===== src/tile_settings.svh =====
//##########################################################################
// Memory link settings
// Network and memory widths, the CLINT address window and the
// configuration register map of the tile
//##########################################################################
`ifndef TILE_SETTINGS_SVH
`define TILE_SETTINGS_SVH

// Network side
`define NOC_CORD_WIDTH  5
`define LEN_WIDTH       4
`define LINK_FLIT_WIDTH 32

// Memory side
`define PADDR_WIDTH     32
`define DWORD_WIDTH     64

// CLINT window; every other address goes to DRAM
`define CLINT_BASE      32'h0200_0000
`define CLINT_SIZE      32'h0100_0000

// Configuration registers
`define CFG_ADDR_WIDTH  8
`define CFG_ADDR_FREEZE 8'h02

`endif


===== src/noc_pkg.sv =====
//##########################################################################
// Wormhole network types
// Coordinates, one direction of a ready-and-valid link and the header
// flit that opens every packet
//##########################################################################
`include "tile_settings.svh"

package noc_pkg;

   typedef logic [`NOC_CORD_WIDTH-1:0] noc_cord_t;

   // Opcode field carried in a header
   typedef logic [1:0] noc_op_t;

   // Forward valid and data, reverse ready
   typedef struct packed
   {
      logic                        v;
      logic [`LINK_FLIT_WIDTH-1:0] data;
      logic                        ready_and_rev;
   } link_flit_s;

   // Destination sits in the low bits so routers see it first
   typedef struct packed
   {
      logic [`LINK_FLIT_WIDTH-2*`NOC_CORD_WIDTH-`LEN_WIDTH-3:0] pad;
      noc_op_t                                                 op;
      noc_cord_t                                               src_cord;
      logic [`LEN_WIDTH-1:0]                                   len;
      noc_cord_t                                               dst_cord;
   } noc_header_s;

endpackage


===== src/mem_pkg.sv =====
//##########################################################################
// Memory interface types
// Memory opcodes, command and response payloads, and the states of
// the link sequencer
//##########################################################################
`include "tile_settings.svh"

package mem_pkg;

   typedef enum logic [1:0]
   {
      e_mem_rd = 2'b00,
      e_mem_wr = 2'b01
   } mem_op_e;

   // Write data rides along with the command
   typedef struct packed
   {
      mem_op_e                 op;
      logic [`PADDR_WIDTH-1:0] addr;
      logic [`DWORD_WIDTH-1:0] data;
   } mem_cmd_s;

   typedef struct packed
   {
      mem_op_e                 op;
      logic [`PADDR_WIDTH-1:0] addr;
      logic [`DWORD_WIDTH-1:0] data;
   } mem_resp_s;

   typedef enum logic [2:0]
   {
      e_idle,
      e_send_header,
      e_send_body,
      e_wait_header,
      e_recv_body,
      e_deliver
   } link_state_e;

   // Body flits behind a command header: address, plus two data flits on writes
   function automatic logic [`LEN_WIDTH-1:0] cmd_len(mem_op_e op);
      return (op == e_mem_wr) ? `LEN_WIDTH'(3) : `LEN_WIDTH'(1);
   endfunction

endpackage


===== src/flit_counter.sv =====
//##########################################################################
// Flit counter
// Loads the body length of a packet and counts down the flits that
// are still to move
//##########################################################################
`include "tile_settings.svh"

module flit_counter
(
   input  logic                  clk_i,
   input  logic                  reset_i,
   input  logic                  load_i,
   input  logic [`LEN_WIDTH-1:0] len_i,
   input  logic                  step_i,
   output logic [`LEN_WIDTH-1:0] count_o,
   output logic                  last_o
);

   logic [`LEN_WIDTH-1:0] count_r;

   always_ff @(posedge clk_i)
   begin
      if (reset_i)
         count_r <= '0;
      else if (load_i)
         count_r <= len_i;
      else if (step_i && (count_r != '0))
         count_r <= count_r - 1'b1;
   end

   assign count_o = count_r;

   // Also high on a header-only packet
   assign last_o = (count_r <= `LEN_WIDTH'(1));

endmodule


===== src/link_fsm.sv =====
//##########################################################################
// Memory link sequencer
// Holds the configuration freeze bit and steps one command at a time
// through accept, send, receive and deliver
//##########################################################################
`include "tile_settings.svh"

module link_fsm
(
   input  logic                       clk_i,
   input  logic                       reset_i,
   input  logic                       cfg_w_v_i,
   input  logic [`CFG_ADDR_WIDTH-1:0] cfg_addr_i,
   input  logic [`DWORD_WIDTH-1:0]    cfg_data_i,
   input  logic                       mem_cmd_v_i,
   output logic                       mem_cmd_yumi_o,
   output logic                       mem_resp_v_o,
   input  logic                       mem_resp_ready_i,
   input  logic                       link_ready_i,
   input  logic                       link_v_i,
   output logic                       link_v_o,
   output logic                       link_ready_o,
   input  mem_pkg::mem_op_e           cmd_op_i,
   input  logic [`LEN_WIDTH-1:0]      rx_len_i,
   input  logic                       last_i,
   output logic                       load_o,
   output logic [`LEN_WIDTH-1:0]      len_o,
   output logic                       step_o,
   output logic                       capture_cmd_o,
   output logic                       send_header_o,
   output logic                       capture_rx_o,
   output logic                       rx_header_o
);

   import mem_pkg::*;

   link_state_e state_r;
   link_state_e state_n;
   logic        freeze_r;
   logic        tx_fire;
   logic        rx_fire;

   // Tile comes out of reset frozen
   always_ff @(posedge clk_i)
   begin
      if (reset_i)
         freeze_r <= 1'b1;
      else if (cfg_w_v_i && (cfg_addr_i == `CFG_ADDR_FREEZE))
         freeze_r <= cfg_data_i[0];
   end

   assign mem_cmd_yumi_o = (state_r == e_idle) && mem_cmd_v_i && !freeze_r;
   assign capture_cmd_o  = mem_cmd_yumi_o;

   assign link_v_o      = (state_r == e_send_header) || (state_r == e_send_body);
   assign link_ready_o  = (state_r == e_wait_header) || (state_r == e_recv_body);
   assign mem_resp_v_o  = (state_r == e_deliver);
   assign send_header_o = (state_r == e_send_header);
   assign rx_header_o   = (state_r == e_wait_header);

   assign tx_fire      = link_v_o && link_ready_i;
   assign rx_fire      = link_ready_o && link_v_i;
   assign capture_rx_o = rx_fire;

   // Counter holds the body length of whichever packet is in flight
   assign load_o = (send_header_o && tx_fire) || (rx_header_o && rx_fire);
   assign len_o  = send_header_o ? cmd_len(cmd_op_i) : rx_len_i;
   assign step_o = ((state_r == e_send_body) && tx_fire)
                || ((state_r == e_recv_body) && rx_fire);

   always_comb
   begin
      state_n = state_r;
      case (state_r)
         e_idle:
            if (mem_cmd_yumi_o)
               state_n = e_send_header;
         e_send_header:
            if (tx_fire)
               state_n = e_send_body;
         e_send_body:
            if (tx_fire && last_i)
               state_n = e_wait_header;
         e_wait_header:
            if (rx_fire)
               state_n = (rx_len_i == '0) ? e_deliver : e_recv_body;
         e_recv_body:
            if (rx_fire && last_i)
               state_n = e_deliver;
         e_deliver:
            if (mem_resp_ready_i)
               state_n = e_idle;
         default:
            state_n = e_idle;
      endcase
   end

   always_ff @(posedge clk_i)
   begin
      if (reset_i)
         state_r <= e_idle;
      else
         state_r <= state_n;
   end

endmodule


===== src/cmd_packer.sv =====
//##########################################################################
// Command packer
// Holds the accepted memory command, picks DRAM or CLINT from the
// address and serializes the command packet onto the link
//##########################################################################
`include "tile_settings.svh"

module cmd_packer
(
   input  logic                        clk_i,
   input  logic                        reset_i,
   input  logic                        capture_i,
   input  mem_pkg::mem_cmd_s           mem_cmd_i,
   input  noc_pkg::noc_cord_t          my_cord_i,
   input  noc_pkg::noc_cord_t          dram_cord_i,
   input  noc_pkg::noc_cord_t          clint_cord_i,
   input  logic                        send_header_i,
   input  logic [`LEN_WIDTH-1:0]       count_i,
   output mem_pkg::mem_op_e            cmd_op_o,
   output logic [`PADDR_WIDTH-1:0]     cmd_addr_o,
   output logic [`LINK_FLIT_WIDTH-1:0] flit_o
);

   import mem_pkg::*;
   import noc_pkg::*;

   mem_op_e                 op_r;
   logic [`PADDR_WIDTH-1:0] addr_r;
   logic [`DWORD_WIDTH-1:0] data_r;
   logic                    in_clint;
   noc_header_s             header;
   logic [`LEN_WIDTH-1:0]   body_idx;

   always_ff @(posedge clk_i)
   begin
      if (reset_i)
         op_r <= e_mem_rd;
      else if (capture_i)
         op_r <= mem_cmd_i.op;
   end

   always_ff @(posedge clk_i)
   begin
      if (capture_i)
      begin
         addr_r <= mem_cmd_i.addr;
         data_r <= mem_cmd_i.data;
      end
   end

   // Address map
   assign in_clint = (addr_r >= `CLINT_BASE) && (addr_r < (`CLINT_BASE + `CLINT_SIZE));

   always_comb
   begin
      header          = '0;
      header.dst_cord = in_clint ? clint_cord_i : dram_cord_i;
      header.len      = cmd_len(op_r);
      header.src_cord = my_cord_i;
      header.op       = noc_op_t'(op_r);
   end

   // 0 is the address flit, then data low and data high
   assign body_idx = cmd_len(op_r) - count_i;

   always_comb
   begin
      if (send_header_i)
         flit_o = header;
      else
      begin
         case (body_idx)
            `LEN_WIDTH'(1): flit_o = data_r[`LINK_FLIT_WIDTH-1:0];
            `LEN_WIDTH'(2): flit_o = data_r[`DWORD_WIDTH-1:`LINK_FLIT_WIDTH];
            default:        flit_o = `LINK_FLIT_WIDTH'(addr_r);
         endcase
      end
   end

   assign cmd_op_o   = op_r;
   assign cmd_addr_o = addr_r;

endmodule


===== src/resp_unpacker.sv =====
//##########################################################################
// Response unpacker
// Decodes the response header and gathers the body flits into a
// memory response for the held command address
//##########################################################################
`include "tile_settings.svh"

module resp_unpacker
(
   input  logic                        clk_i,
   input  logic                        reset_i,
   input  logic                        capture_i,
   input  logic                        header_i,
   input  logic [`LINK_FLIT_WIDTH-1:0] flit_i,
   input  logic [`PADDR_WIDTH-1:0]     cmd_addr_i,
   output logic [`LEN_WIDTH-1:0]       rx_len_o,
   output mem_pkg::mem_resp_s          mem_resp_o
);

   import mem_pkg::*;
   import noc_pkg::*;

   noc_header_s             header;
   mem_op_e                 op_r;
   logic [`DWORD_WIDTH-1:0] data_r;

   assign header   = flit_i;
   assign rx_len_o = header.len;

   always_ff @(posedge clk_i)
   begin
      if (reset_i)
         op_r <= e_mem_rd;
      else if (capture_i && header_i)
         op_r <= mem_op_e'(header.op);
   end

   // Low word arrives first and ends up in the bottom half
   always_ff @(posedge clk_i)
   begin
      if (capture_i)
      begin
         if (header_i)
            data_r <= '0;
         else
            data_r <= {flit_i, data_r[`DWORD_WIDTH-1:`LINK_FLIT_WIDTH]};
      end
   end

   assign mem_resp_o = '{op: op_r, addr: cmd_addr_i, data: data_r};

endmodule


===== src/mem_link_top.sv =====
//##########################################################################
// Memory link top
// Tile memory path between memory commands and the wormhole link,
// built from the sequencer, flit counter, packer and unpacker
//##########################################################################
`include "tile_settings.svh"

module mem_link_top
(
   input  logic                       clk_i,
   input  logic                       reset_i,
   input  logic                       cfg_w_v_i,
   input  logic [`CFG_ADDR_WIDTH-1:0] cfg_addr_i,
   input  logic [`DWORD_WIDTH-1:0]    cfg_data_i,
   input  mem_pkg::mem_cmd_s          mem_cmd_i,
   input  logic                       mem_cmd_v_i,
   output logic                       mem_cmd_yumi_o,
   output mem_pkg::mem_resp_s         mem_resp_o,
   output logic                       mem_resp_v_o,
   input  logic                       mem_resp_ready_i,
   input  noc_pkg::link_flit_s        link_i,
   output noc_pkg::link_flit_s        link_o,
   input  noc_pkg::noc_cord_t         my_cord_i,
   input  noc_pkg::noc_cord_t         dram_cord_i,
   input  noc_pkg::noc_cord_t         clint_cord_i
);

   import mem_pkg::*;

   mem_op_e                     cmd_op;
   logic [`PADDR_WIDTH-1:0]     cmd_addr;
   logic [`LEN_WIDTH-1:0]       len;
   logic [`LEN_WIDTH-1:0]       count;
   logic [`LEN_WIDTH-1:0]       rx_len;
   logic                        load;
   logic                        step;
   logic                        last;
   logic                        capture_cmd;
   logic                        send_header;
   logic                        capture_rx;
   logic                        rx_header;
   logic                        link_v;
   logic                        link_ready;
   logic [`LINK_FLIT_WIDTH-1:0] tx_flit;

   assign link_o = '{v: link_v, data: tx_flit, ready_and_rev: link_ready};

   link_fsm fsm
   (
      .clk_i(clk_i),
      .reset_i(reset_i),
      .cfg_w_v_i(cfg_w_v_i),
      .cfg_addr_i(cfg_addr_i),
      .cfg_data_i(cfg_data_i),
      .mem_cmd_v_i(mem_cmd_v_i),
      .mem_cmd_yumi_o(mem_cmd_yumi_o),
      .mem_resp_v_o(mem_resp_v_o),
      .mem_resp_ready_i(mem_resp_ready_i),
      .link_ready_i(link_i.ready_and_rev),
      .link_v_i(link_i.v),
      .link_v_o(link_v),
      .link_ready_o(link_ready),
      .cmd_op_i(cmd_op),
      .rx_len_i(rx_len),
      .last_i(last),
      .load_o(load),
      .len_o(len),
      .step_o(step),
      .capture_cmd_o(capture_cmd),
      .send_header_o(send_header),
      .capture_rx_o(capture_rx),
      .rx_header_o(rx_header)
   );

   flit_counter flit_cnt
   (
      .clk_i(clk_i),
      .reset_i(reset_i),
      .load_i(load),
      .len_i(len),
      .step_i(step),
      .count_o(count),
      .last_o(last)
   );

   cmd_packer packer
   (
      .clk_i(clk_i),
      .reset_i(reset_i),
      .capture_i(capture_cmd),
      .mem_cmd_i(mem_cmd_i),
      .my_cord_i(my_cord_i),
      .dram_cord_i(dram_cord_i),
      .clint_cord_i(clint_cord_i),
      .send_header_i(send_header),
      .count_i(count),
      .cmd_op_o(cmd_op),
      .cmd_addr_o(cmd_addr),
      .flit_o(tx_flit)
   );

   resp_unpacker unpacker
   (
      .clk_i(clk_i),
      .reset_i(reset_i),
      .capture_i(capture_rx),
      .header_i(rx_header),
      .flit_i(link_i.data),
      .cmd_addr_i(cmd_addr),
      .rx_len_o(rx_len),
      .mem_resp_o(mem_resp_o)
   );

endmodule


===== config.mk =====
export PLATFORM = sky130hd
export DESIGN_NAME = mem_link_top
export DESIGN_NICKNAME = d
export VERILOG_FILES = /design/src/noc_pkg.sv /design/src/mem_pkg.sv /design/src/flit_counter.sv /design/src/link_fsm.sv /design/src/cmd_packer.sv /design/src/resp_unpacker.sv /design/src/mem_link_top.sv
export VERILOG_INCLUDE_DIRS = /design/src /design/src/src
export SDC_FILE = /design/constraint.sdc
export NUM_CORES = 1
export LEC_CHECK = 0
export ABC_AREA = 1
export BUFFER_PORTS_ARGS = -buffer_cell sky130_fd_sc_hd__buf_2
export CORE_ASPECT_RATIO = 0.5
export CORE_UTILIZATION = 33
export CTS_CLUSTER_SIZE = 10
export DETAILED_ROUTE_END_ITERATION = 6
export GPL_TIMING_DRIVEN = 0
export PLACE_DENSITY_LB_ADDON = 0.15
export SYNTH_ARGS = -nofsm -noshare
export SYNTH_HDL_FRONTEND = slang
export SYNTH_SLANG_ARGS = --single-unit

===== constraint.sdc =====
create_clock -name clk_i -period 6.9 [get_ports clk_i]
set_input_delay 0.69 -clock clk_i [delete_from_list [all_inputs] [get_ports clk_i]]
set_output_delay 0.69 -clock clk_i [all_outputs]
set_load 0.05 [all_outputs]

==> metrics, run 1 <==
Syn Std Cell Area=slightly above 7000 µm²; post-route cell area=a little under 10000 µm²; first-pass GRT wire length=between 30000 and 40000 µm; CP max-delay cell=clkbuf_1; RD Place Congestion=0.871; outcome=finished clean; non-filler instance count after layout=roughly 1300; dpl cell area=approximately 9200 µm²; Synth Instances=~660; vias in the first global route=roughly 5600; All-Layer GR Usage=18.0%; htree depth=4; CTS Buf Count=17; Clock Power Share=18.3%; Die W=212 µm; initial antenna violation count=1; worst slew pin tran=about 0.92 ns; WP buf/inv=5; initial drt markers=roughly 370; Yosys warnings=0; nets@finish=between 1000 and 1500; # port buffers=between 200 and 300; Hold Crit Class=input port to register; Slew Limit Fails=0; CTS tree=done; LEAKAGE=between 4 and 5 nW; CP delay by family, top=buffers and inverters; Clock Latency Late Sink=0.44 ns; post-detailed-route count of antenna-violating nets=0; CTS clk-pin slew, worst paths=about 0.060 ns; Worst Setup Start Kind=register; most common cell after layout, fill and taps aside=buf_2; PnR worst setup slack=3.31 ns; routed wire length=about 20000 µm; Final setup viols=0; Util after Layout=between 40 and 50%; CORE AREA=about 21000 µm²; hold buffers post-CTS=0; CP Capture Type=output pin; dpl ws=~3.8 ns; sequential share of the synthesized area=roughly 70%; flop2flop setup slack=around 4.6 ns; postcts setup bufs=0; slowest stage delay, CP=0.53 ns; Synth Flop Type=edfxtp_1; number of flops mapped to enable cells by yosys=between 150 and 200; final hold slack=roughly 0.42 ns; slew margin rel.=around two fifths; internal power=2.43 mW; CP arrival=approximately 2.9 ns; Clock Skew=roughly 0.0043 ns; asr flop ratio synth=0%; vias post-DR=~5700; hpwl dp=between 10000 and 15000 µm; Initial Utilization=approximately 34%; Wirelength per Cell=between 15 and 20 µm; worst vdd ir=about 0.32 mV; most frequent cells in the layout=309 x buf_2, 160 x edfxtp_1, 119 x nand2_1, 98 x nand3_1, 89 x inv_1; CP max FO=10; # IOs=358; overall power=~5 mW; MaxCap Viol Count=0; CP startpoint=packer.cmd_op_o[0]$_SDFFE_PP0P_; syn nets=891; min-delay src=mem_cmd_i[27]; Fin Setup TNS=0 ns; pin count of the biggest net entering global routing=72; Critical Path RT=6.21 ns; Max Fclk=between 200 and 300 MHz; gr ovfl total=0; Final Hold Fails=0; placed insts=roughly 1300; synth unique cells=25; Root Driver=clkbuf_16; Rows=37; DRC=0; power density cells=~500 nW/µm²; fin crit share=52.0%; Synth-to-Final Area Change=33.6%; Pre-antenna DRT Iters=5; switching pwr=2.56 mW; via density per instance=roughly 4.5; Die Height=roughly 110 µm; Comb pwr share=56.3%; Yosys reg bits=172; RSZ-0062 raised after global routing=no; proportion of layout cells with a drive suffix above 1=37.1%; clock sinks=172; full die area=22600 µm²; part of the power in registers=25.5%; clk buf depth=2; Setup CP Type=register to output pin; # resized after CTS=0; Post-Syn Area per Cell=between 10 and 15 µm²; crit-path cells=inv_1, nor2_1, inv_1, ha_1, inv_1, nor2_2, clkbuf_1, nand3_1, a31oi_1, buf_2; Tmin final=between 3 and 4 ns; r2r startpoint=fsm.state_r[2]$_SDFFE_PP0P_; crit-path most repeated cell=inv_1; Switching Fraction=approximately 50%
[layer usage]
layer / share of wire (%) / vias to the layer above / GRT usage [%] / routed length (µm)
li1: - / 2853 / - / -
met1: 45 / 2705 / 22.4 / 9060
met2: 48 / 154 / 29.2 / 9630
met3: 5.9 / 19 / 5.54 / 1190
met4: 1.5 / 0 / 6.99 / 293
met5: 0 / - / 0 / 0
[kinds of logic (layout without fill, tap and decap cells)]
kind of cell	count (synthesis)	in the layout	share of synthesized area (%)
xor gates and xnor gates	1	1	0.121
other	0	2	0
AOI/OAI and AO/OA	33	33	2.65
adders and majority gates	5	5	0.861
buffers and inverters	125	451	7.24
DFF	172	172	69.5
and+or+nand+nor	326	326	19.7
[sequential cells by signal, summed over array words and instances (netlist names)]
signal / count
packer.cmd_op_o: 2
flit_cnt.count_o: 4
packer.cmd_addr_o: 32
unpacker.data_r: 64
fsm.state_r: 3
unpacker.op_r: 2
packer.data_r: 64
fsm.freeze_r: 1
[power by group through the flow]
| stage | Sequential (mW) | Clock, mW | Combinational (mW) |
|---|---|---|---|
| after CTS | 1.27 | 0.937 | 2.84 |
| final | 1.27 | 0.911 | 2.81 |
| after global routing | 1.28 | 0.971 | 3.01 |
| after global placement | 1.30 | 0 | 2.79 |
| after floorplan | 1.42 | 0 | 1.96 |
| after detailed placement | 1.29 | 0 | 2.83 |
[worst paths after layout]
kind                            depth (start not counted)                                 to
worst max-delay path                                   10                         link_o[18]
worst min-delay path                                    1        packer.data_r[27]$_DFFE_PP_
worst max register to register                          5  unpacker.data_r[24]$_SDFFCE_PN0P_
worst min register to register                          2          fsm.freeze_r$_SDFFE_PP1P_
[cell usage after synthesis, types with 2 or more instances]
library cell | instances | share of area [%]
a21oi_1 | 7 | 0.48
a31oi_1 | 19 | 1.6
buf_2 | 15 | 1.0
buf_4 | 10 | 1.0
clkbuf_1 | 5 | 0.26
dfxtp_1 | 12 | 3.3
edfxtp_1 | 160 | 66
ha_1 | 5 | 0.86
inv_1 | 90 | 4.7
inv_2 | 5 | 0.26
nand2_1 | 119 | 6.1
nand2_2 | 4 | 0.34
nand3_1 | 98 | 6.8
nand4_1 | 7 | 0.60
nor2_1 | 83 | 4.3
nor2_2 | 7 | 0.60
nor3_1 | 2 | 0.14
nor3_2 | 2 | 0.28
o21ai_0 | 6 | 0.41
[area by class of cell]
type                            count  area [µm²]
Tap cell                          292         365
Timing Repair Buffer              296        1520
Clock inverter                     10         101
Fill cell                        1989       11400
Multi-Input combinational cell    365        1700
Sequential cell                   172        5040
Clock buffer                       20         437
Buffer                             30         169
Inverter                           95         359
Antenna cell                        2        5.00
[worst register-to-register path: cells and delay by family, from the launching register on]
family	cells	cell delay, ns
buffers and inverters	2	0.46
and+or+nand+nor	3	1.07
DFF	1	0.48
Note: power is estimated with default switching activity, not from simulation.
==> run 2: changes to the inputs <==
clock period = 3.4 ns   (was 6.9 ns; I/O delays follow)
==> run 2 against run 1 <==
Against the previous run:
- combinational power is 100% higher
- sequential power is 100% higher
- global-route usage is 0.097 points lower
- register-to-register slack worse by 3.5 ns
- final cell count is 0.23% higher
- core utilization is 0.23 points higher
- die area stayed put
- routed wire length is 1.4% lower
- sequential share of layout area is 0.26 points lower
- design area is 0.50% higher
- hold slack worse by 0.35 ns
- clock skew hardly changed
- critical path type unchanged
- highest routed layer is now met5
==> metrics, run 2 (synthesized netlist as in run 1, its figures left out) <==
All-Layer GR Usage=17.9% (was 18.0%); via density per instance=4.44 (was 4.47); Die W=212 µm (unchanged); Clock Skew=0.00435 ns (was 0.00431 ns); vias in the first global route=5543 (was 5593); pin count of the biggest net entering global routing=58 (was 72); CTS tree=done (unchanged); # port buffers=294 (unchanged); Worst Setup Start Kind=register (unchanged); CP arrival=2.80 ns (was 2.90 ns); Switching Fraction=50.9% (was 51.3%); r2r startpoint=fsm.state_r[2]$_SDFFE_PP0P_ (unchanged); Worst R2R End=unpacker.data_r[22]$_SDFFCE_PN0P_ (was unpacker.data_r[24]$_SDFFCE_PN0P_); Final setup viols=0 (unchanged); Clock Power Share=19.0% (was 18.3%); fin crit share=roughly 90%; CP Capture Type=output pin (unchanged); overall power=10.2 mW (was 4.99 mW); Hold Crit Class=input port to register (unchanged); Initial Utilization=34.5% (unchanged); gr ovfl total=0 (unchanged); outcome=finished clean (unchanged); proportion of layout cells with a drive suffix above 1=37.7% (was 37.1%); internal power=5.01 mW (was 2.43 mW); Worst Reg-to-Reg Cells=5 (unchanged); Root Driver=clkbuf_16 (unchanged); Wirelength per Cell=15.5 µm (was 15.7 µm); Setup CP Type=register to output pin (unchanged); post-detailed-route count of antenna-violating nets=0 (unchanged); postcts setup bufs=0 (unchanged); nets@finish=1206 (unchanged); Rows=37 (unchanged); routed wire length=19900 µm (was 20200 µm); Pre-antenna DRT Iters=4 (was 5); Die Height=107 µm (unchanged); RD Place Congestion=0.882 (was 0.871); slew margin rel.=38.1% (was 38.6%); first-pass GRT wire length=29900 µm (was 30100 µm); Max Fclk=319 MHz; RSZ-0062 raised after global routing=no (unchanged); Synth-to-Final Area Change=34.2% (was 33.6%); full die area=22600 µm² (unchanged); LEAKAGE=4.41 nW (was 4.38 nW); clk buf depth=2 (unchanged); hold buffers post-CTS=0 (unchanged); Tmin final=approximately 3.1 ns; CTS Buf Count=17 (unchanged); flop2flop setup slack=1.04 ns (was 4.56 ns); Slew Limit Fails=0 (unchanged); most frequent cells in the layout=309 x buf_2, 160 x edfxtp_1, 119 x nand2_1, 98 x nand3_1, 89 x inv_1 (unchanged); worst slew pin tran=0.926 ns (was 0.919 ns); MaxCap Viol Count=0 (unchanged); FILL cells=2069 (was 1989); Util after Layout=46.3% (was 46.1%); CORE AREA=21100 µm² (unchanged); initial drt markers=349 (was 373); vias post-DR=5700 (was 5731); clock sinks=172 (unchanged); WHS Endpoint=packer.data_r[56]$_DFFE_PP_ (was packer.data_r[27]$_DFFE_PP_); CTS clk-pin slew, worst paths=0.07 ns (was 0.06 ns); power density cells=1050 nW/µm² (was 514 nW/µm²); Comb pwr share=55.8% (was 56.3%); htree depth=4 (unchanged); # IOs=358 (unchanged); hpwl dp=14600 µm (about the same); switching pwr=5.20 mW (was 2.56 mW); Min-Delay Path Depth=1 (unchanged); most common cell after layout, fill and taps aside=buf_2 (unchanged); Clock Latency Late Sink=0.44 ns (about the same); DRC=0 (unchanged); Final Hold Fails=0 (unchanged); Critical Path RT=3.06 ns (was 6.21 ns); part of the power in registers=25.2% (was 25.5%); initial antenna violation count=5 (was 1); min-delay src=mem_cmd_i[56] (was mem_cmd_i[27]); final hold slack=0.0706 ns (was 0.422 ns); worst vdd ir=0.841 mV (was 0.316 mV); CP max FO=10 (unchanged)
==> run 2: cell type report <==
class	instances	area [µm²]	share of cell area (%)
multi-input combinational	365	1700	17.4
sequential	172	5040	51.7
tap	292	365	3.75
timing repair buffer	296	1520	15.6
clock buffer	18	429	4.40
inverter	95	359	3.68
antenna	4	10.0	0.103
clock inverter	13	150	1.54
buffer	30	171	1.76
==> run 2: through the flow <==
stage	cell area (µm²)	setup slack (ns)	instances	setup TNS, ns
final	9750	0.265	1285	0
after CTS	9740	0.0115	1281	0
after floorplan	7270	0.0190	662	0
after detailed placement	9160	0.533	1250	0
after global routing	9740	0.0487	1283	0
after global placement	9100	-1.21	1248	-95.83
==> run 2: routing by layer <==
metal | global-route usage (%) | wire, µm | vias up
met2 | 29.3 | 9570 | 156
met4 | 7.87 | 468 | 2
li1 | - | - | 2859
met3 | 5.10 | 1120 | 28
met5 | 0 | 13 | -
met1 | 22.0 | 8710 | 2655
==> run 2: worst max-delay path by stage <==
stage          cells past startpoint                              to  slack (ns)                            start
6_report                          10                      link_o[23]        0.26  packer.cmd_op_o[0]$_SDFFE_PP0P_
5_1_grt                           10                      link_o[24]        0.05  packer.cmd_op_o[0]$_SDFFE_PP0P_
4_1_cts                           10                      link_o[22]        0.01  packer.cmd_op_o[0]$_SDFFE_PP0P_
3_5_place_dp                      10                      link_o[22]        0.53  packer.cmd_op_o[0]$_SDFFE_PP0P_
3_3_place_gp                       5                  mem_cmd_yumi_o       -1.21      fsm.state_r[1]$_SDFFE_PP0P_
2_1_floorplan                      4  packer.cmd_addr_o[0]$_DFFE_PP_        0.02      fsm.state_r[1]$_SDFFE_PP0P_
==> run 2: power by group through the flow <==
| stage | clock network [mW] | logic, mW | registers (mW) |
|---|---|---|---|
| 2_1_floorplan | 0 | 3.98 | 2.88 |
| 6_report | 1.94 | 5.70 | 2.58 |
| 3_5_place_dp | 0 | 5.74 | 2.62 |
| 4_1_cts | 2.00 | 5.76 | 2.58 |
| 5_1_grt | 2.08 | 6.17 | 2.59 |
| 3_3_place_gp | 0 | 5.70 | 2.63 |
==> run 2: what timing repair did <==
item                       CTS  global route
setup endpoints to repair    0            13
hold endpoints to repair     0             0
gates resized for setup      0             4
==> run 2: critical path, stage by stage, from the launching register on <==
cell      delay [ns]
dfxtp_1         0.36
inv_1           0.07
nor2_1          0.14
inv_1           0.06
ha_1            0.30
inv_1           0.06
nor2_2          0.27
clkbuf_1        0.43
nand3_1         0.14
a31oi_1         0.21
buf_2           0.30
==> run 3: changes to the inputs <==
CTS_BUF_LIST = sky130_fd_sc_hd__clkbuf_4 sky130_fd_sc_hd__clkbuf_8   (was unset)
RECOVER_POWER = 100   (was unset)
TNS_END_PERCENT = 1   (was unset)
==> run 3 against run 2 <==
Against the previous run:
- final cell count up 7.2%
- core utilization up 2.8 points
- combinational power up 2%
- the run now ends with capacitance limit, slew limit left
- critical endpoint is now link_o[22]
- sequential power about the same
- critical path depth up 4
- maximum frequency down 1.3%
- design area up 6.1%
- via count up 8.2%
- clock-buffer cell count unchanged
- global-route usage up 1.1 points
==> metrics, run 3 (synthesized netlist as in run 1, its figures left out) <==
Root Driver=clkbuf_8 (was clkbuf_16); Slew Limit Fails=32 (was 0); most common cell after layout, fill and taps aside=buf_2 (unchanged); Critical Path RT=3.06 ns (about the same); initial drt markers=370 (was 349); Final Hold Fails=0 (unchanged); DRC=0 (unchanged); RSZ-0062 raised after global routing=no (unchanged); LEAKAGE=4.40 nW (was 4.41 nW); Final setup viols=0 (unchanged); crit-path most repeated cell=inv_1 (unchanged); Wirelength per Cell=15.3 µm (was 15.5 µm); htree depth=4 (unchanged); worst vdd ir=0.956 mV (was 0.841 mV); CP arrival=2.84 ns (was 2.80 ns); CTS Buf Count=17 (unchanged); slowest stage delay, CP=0.38 ns (was 0.43 ns); nets@finish=1302 (was 1206); fin crit share=93.4% (was 92.2%); via density per instance=4.48 (was 4.44); placed insts=1250 (unchanged); Die Height=107 µm (unchanged); RD Place Congestion=0.882 (unchanged); crit-path cells=inv_1, nor2_1, inv_1, ha_1, inv_1, ha_1, inv_1, nand2_1, nor2_2, buf_6, buf_4, nand3_1, a31oi_1, buf_2 (was inv_1, nor2_1, inv_1, ha_1, inv_1, nor2_2, clkbuf_1, nand3_1, a31oi_1, buf_2); vias in the first global route=6120 (was 5543); post-detailed-route count of antenna-violating nets=0 (unchanged); CORE AREA=21100 µm² (unchanged); Pre-antenna DRT Iters=5 (was 4); PnR worst setup slack=0.223 ns (was 0.265 ns); gr ovfl total=0 (unchanged); Rows=37 (unchanged); pin count of the biggest net entering global routing=58 (unchanged); power density cells=952 nW/µm² (was 1050 nW/µm²); Clock Skew=0.00927 ns (was 0.00435 ns); Clock Latency Late Sink=0.48 ns (was 0.44 ns); full die area=22600 µm² (unchanged); dpl ws=0.533 ns (unchanged); All-Layer GR Usage=18.9% (was 17.9%); Hold Crit Class=input port to register (unchanged); failing checks=capacitance limit, slew limit; non-filler instance count after layout=1377 (was 1285); first-pass GRT wire length=32100 µm (was 29900 µm); most frequent cells in the layout=168 x buf_2, 160 x edfxtp_1, 122 x nand2_1, 113 x clkbuf_1, 98 x nand3_1 (was 309 x buf_2, 160 x edfxtp_1, 119 x nand2_1, 98 x nand3_1, 89 x inv_1); Max Fclk=315 MHz (was 319 MHz); clock sinks=172 (unchanged); routed wire length=21100 µm (was 19900 µm); Worst Setup Start Kind=register (unchanged); Initial Utilization=34.5% (unchanged); initial antenna violation count=0 (was 5); flop2flop setup slack=0.54 ns (was 1.04 ns); WP buf/inv=7 (was 5); # IOs=358 (unchanged); Setup CP Type=register to output pin (unchanged); CP max FO=10 (unchanged); MaxCap Viol Count=1 (was 0); CTS clk-pin slew, worst paths=0.09 ns (was 0.07 ns); vias post-DR=6166 (was 5700); CP max-delay cell=dfxtp_1 (was clkbuf_1); CTS tree=done (unchanged); proportion of layout cells with a drive suffix above 1=23.8% (was 37.7%); CP Capture Type=output pin (unchanged); worst slew pin tran=1.65 ns (was 0.926 ns); hpwl dp=14600 µm (unchanged); CP delay by family, top=buffers and inverters (unchanged); slew margin rel.=-9.94% (was 38.1%); Synth-to-Final Area Change=42.4% (was 34.2%); postcts setup bufs=0 (unchanged); Die W=212 µm (unchanged); # port buffers=294 (unchanged); clk buf depth=2 (unchanged); Tmin final=3.18 ns (was 3.14 ns); ant diodes=0 (was 4); outcome=complete, but fails checks (was finished clean)
[run 3: changes by cell type in the layout (fill, tap and decap cells not counted), sizes merged]
cell         delta
clkbuf        +143
dlygate4sd3    +96
buf           -143
diode           -4
[run 3: area by class of cell]
cell class / instances / area (µm²)
clock buffers: 18 / 241
plain buffers: 30 / 164
fillers: 2067 / 10700
repair buffers: 392 / 2330
well taps: 292 / 365
clock inverters: 13 / 150
flip-flops and latches: 172 / 5040
multi-input cells: 365 / 1680
inverters: 95 / 359
[run 3: metal layers]
metal  track usage [%]  vias to the layer above  share of wire (%)
met5                 0                        -                  0
met4              5.90                        0                1.7
met3              5.77                       23                4.9
met2              32.4                      196                 49
met1              22.8                     2907                 44
li1                  -                     3040                  -
[run 3: what timing repair did]
item	CTS	global route
endpoints found under the setup margin	1	14
hold endpoints to repair	94	2
hold buffers	94	2
gates resized for setup	1	6
[run 3: path summary, 6_finish.rpt]
| check | from | to | cells after the start |
|---|---|---|---|
| setup / recovery | packer.cmd_op_o[0]$_SDFFE_PP0P_ | link_o[22] | 14 |
| hold reg to reg | fsm.freeze_r$_SDFFE_PP1P_ | fsm.freeze_r$_SDFFE_PP1P_ | 2 |
| hold / removal | reset_i | flit_cnt.count_o[2]$_SDFFE_PP0P_ | 2 |
| setup reg to reg | fsm.state_r[1]$_SDFFE_PP0P_ | unpacker.data_r[22]$_SDFFCE_PN0P_ | 5 |
[run 3: power by group]
part	internal [mW]	switching [mW]	leakage (nW)
combinational	1.41	4.38	2.66
clock	0.722	0.758	0.199
sequential	2.50	0.0782	1.54
total	4.63	5.22	4.40
[run 3: metrics by stage]
stage	TNS, ns	instance area (µm²)	power (mW)	utilization (%)	hold slack [ns]
floorplan	0	7270	6.86	-	0.409
global placement	-95.83	9100	8.33	43.2	0.460
detailed placement	0	9160	8.36	43.5	0.469
CTS	0	10500	9.95	49.8	0.000846
global route	0	10300	10.5	49.1	0.0657
finish	0	10300	9.85	49.1	0.117
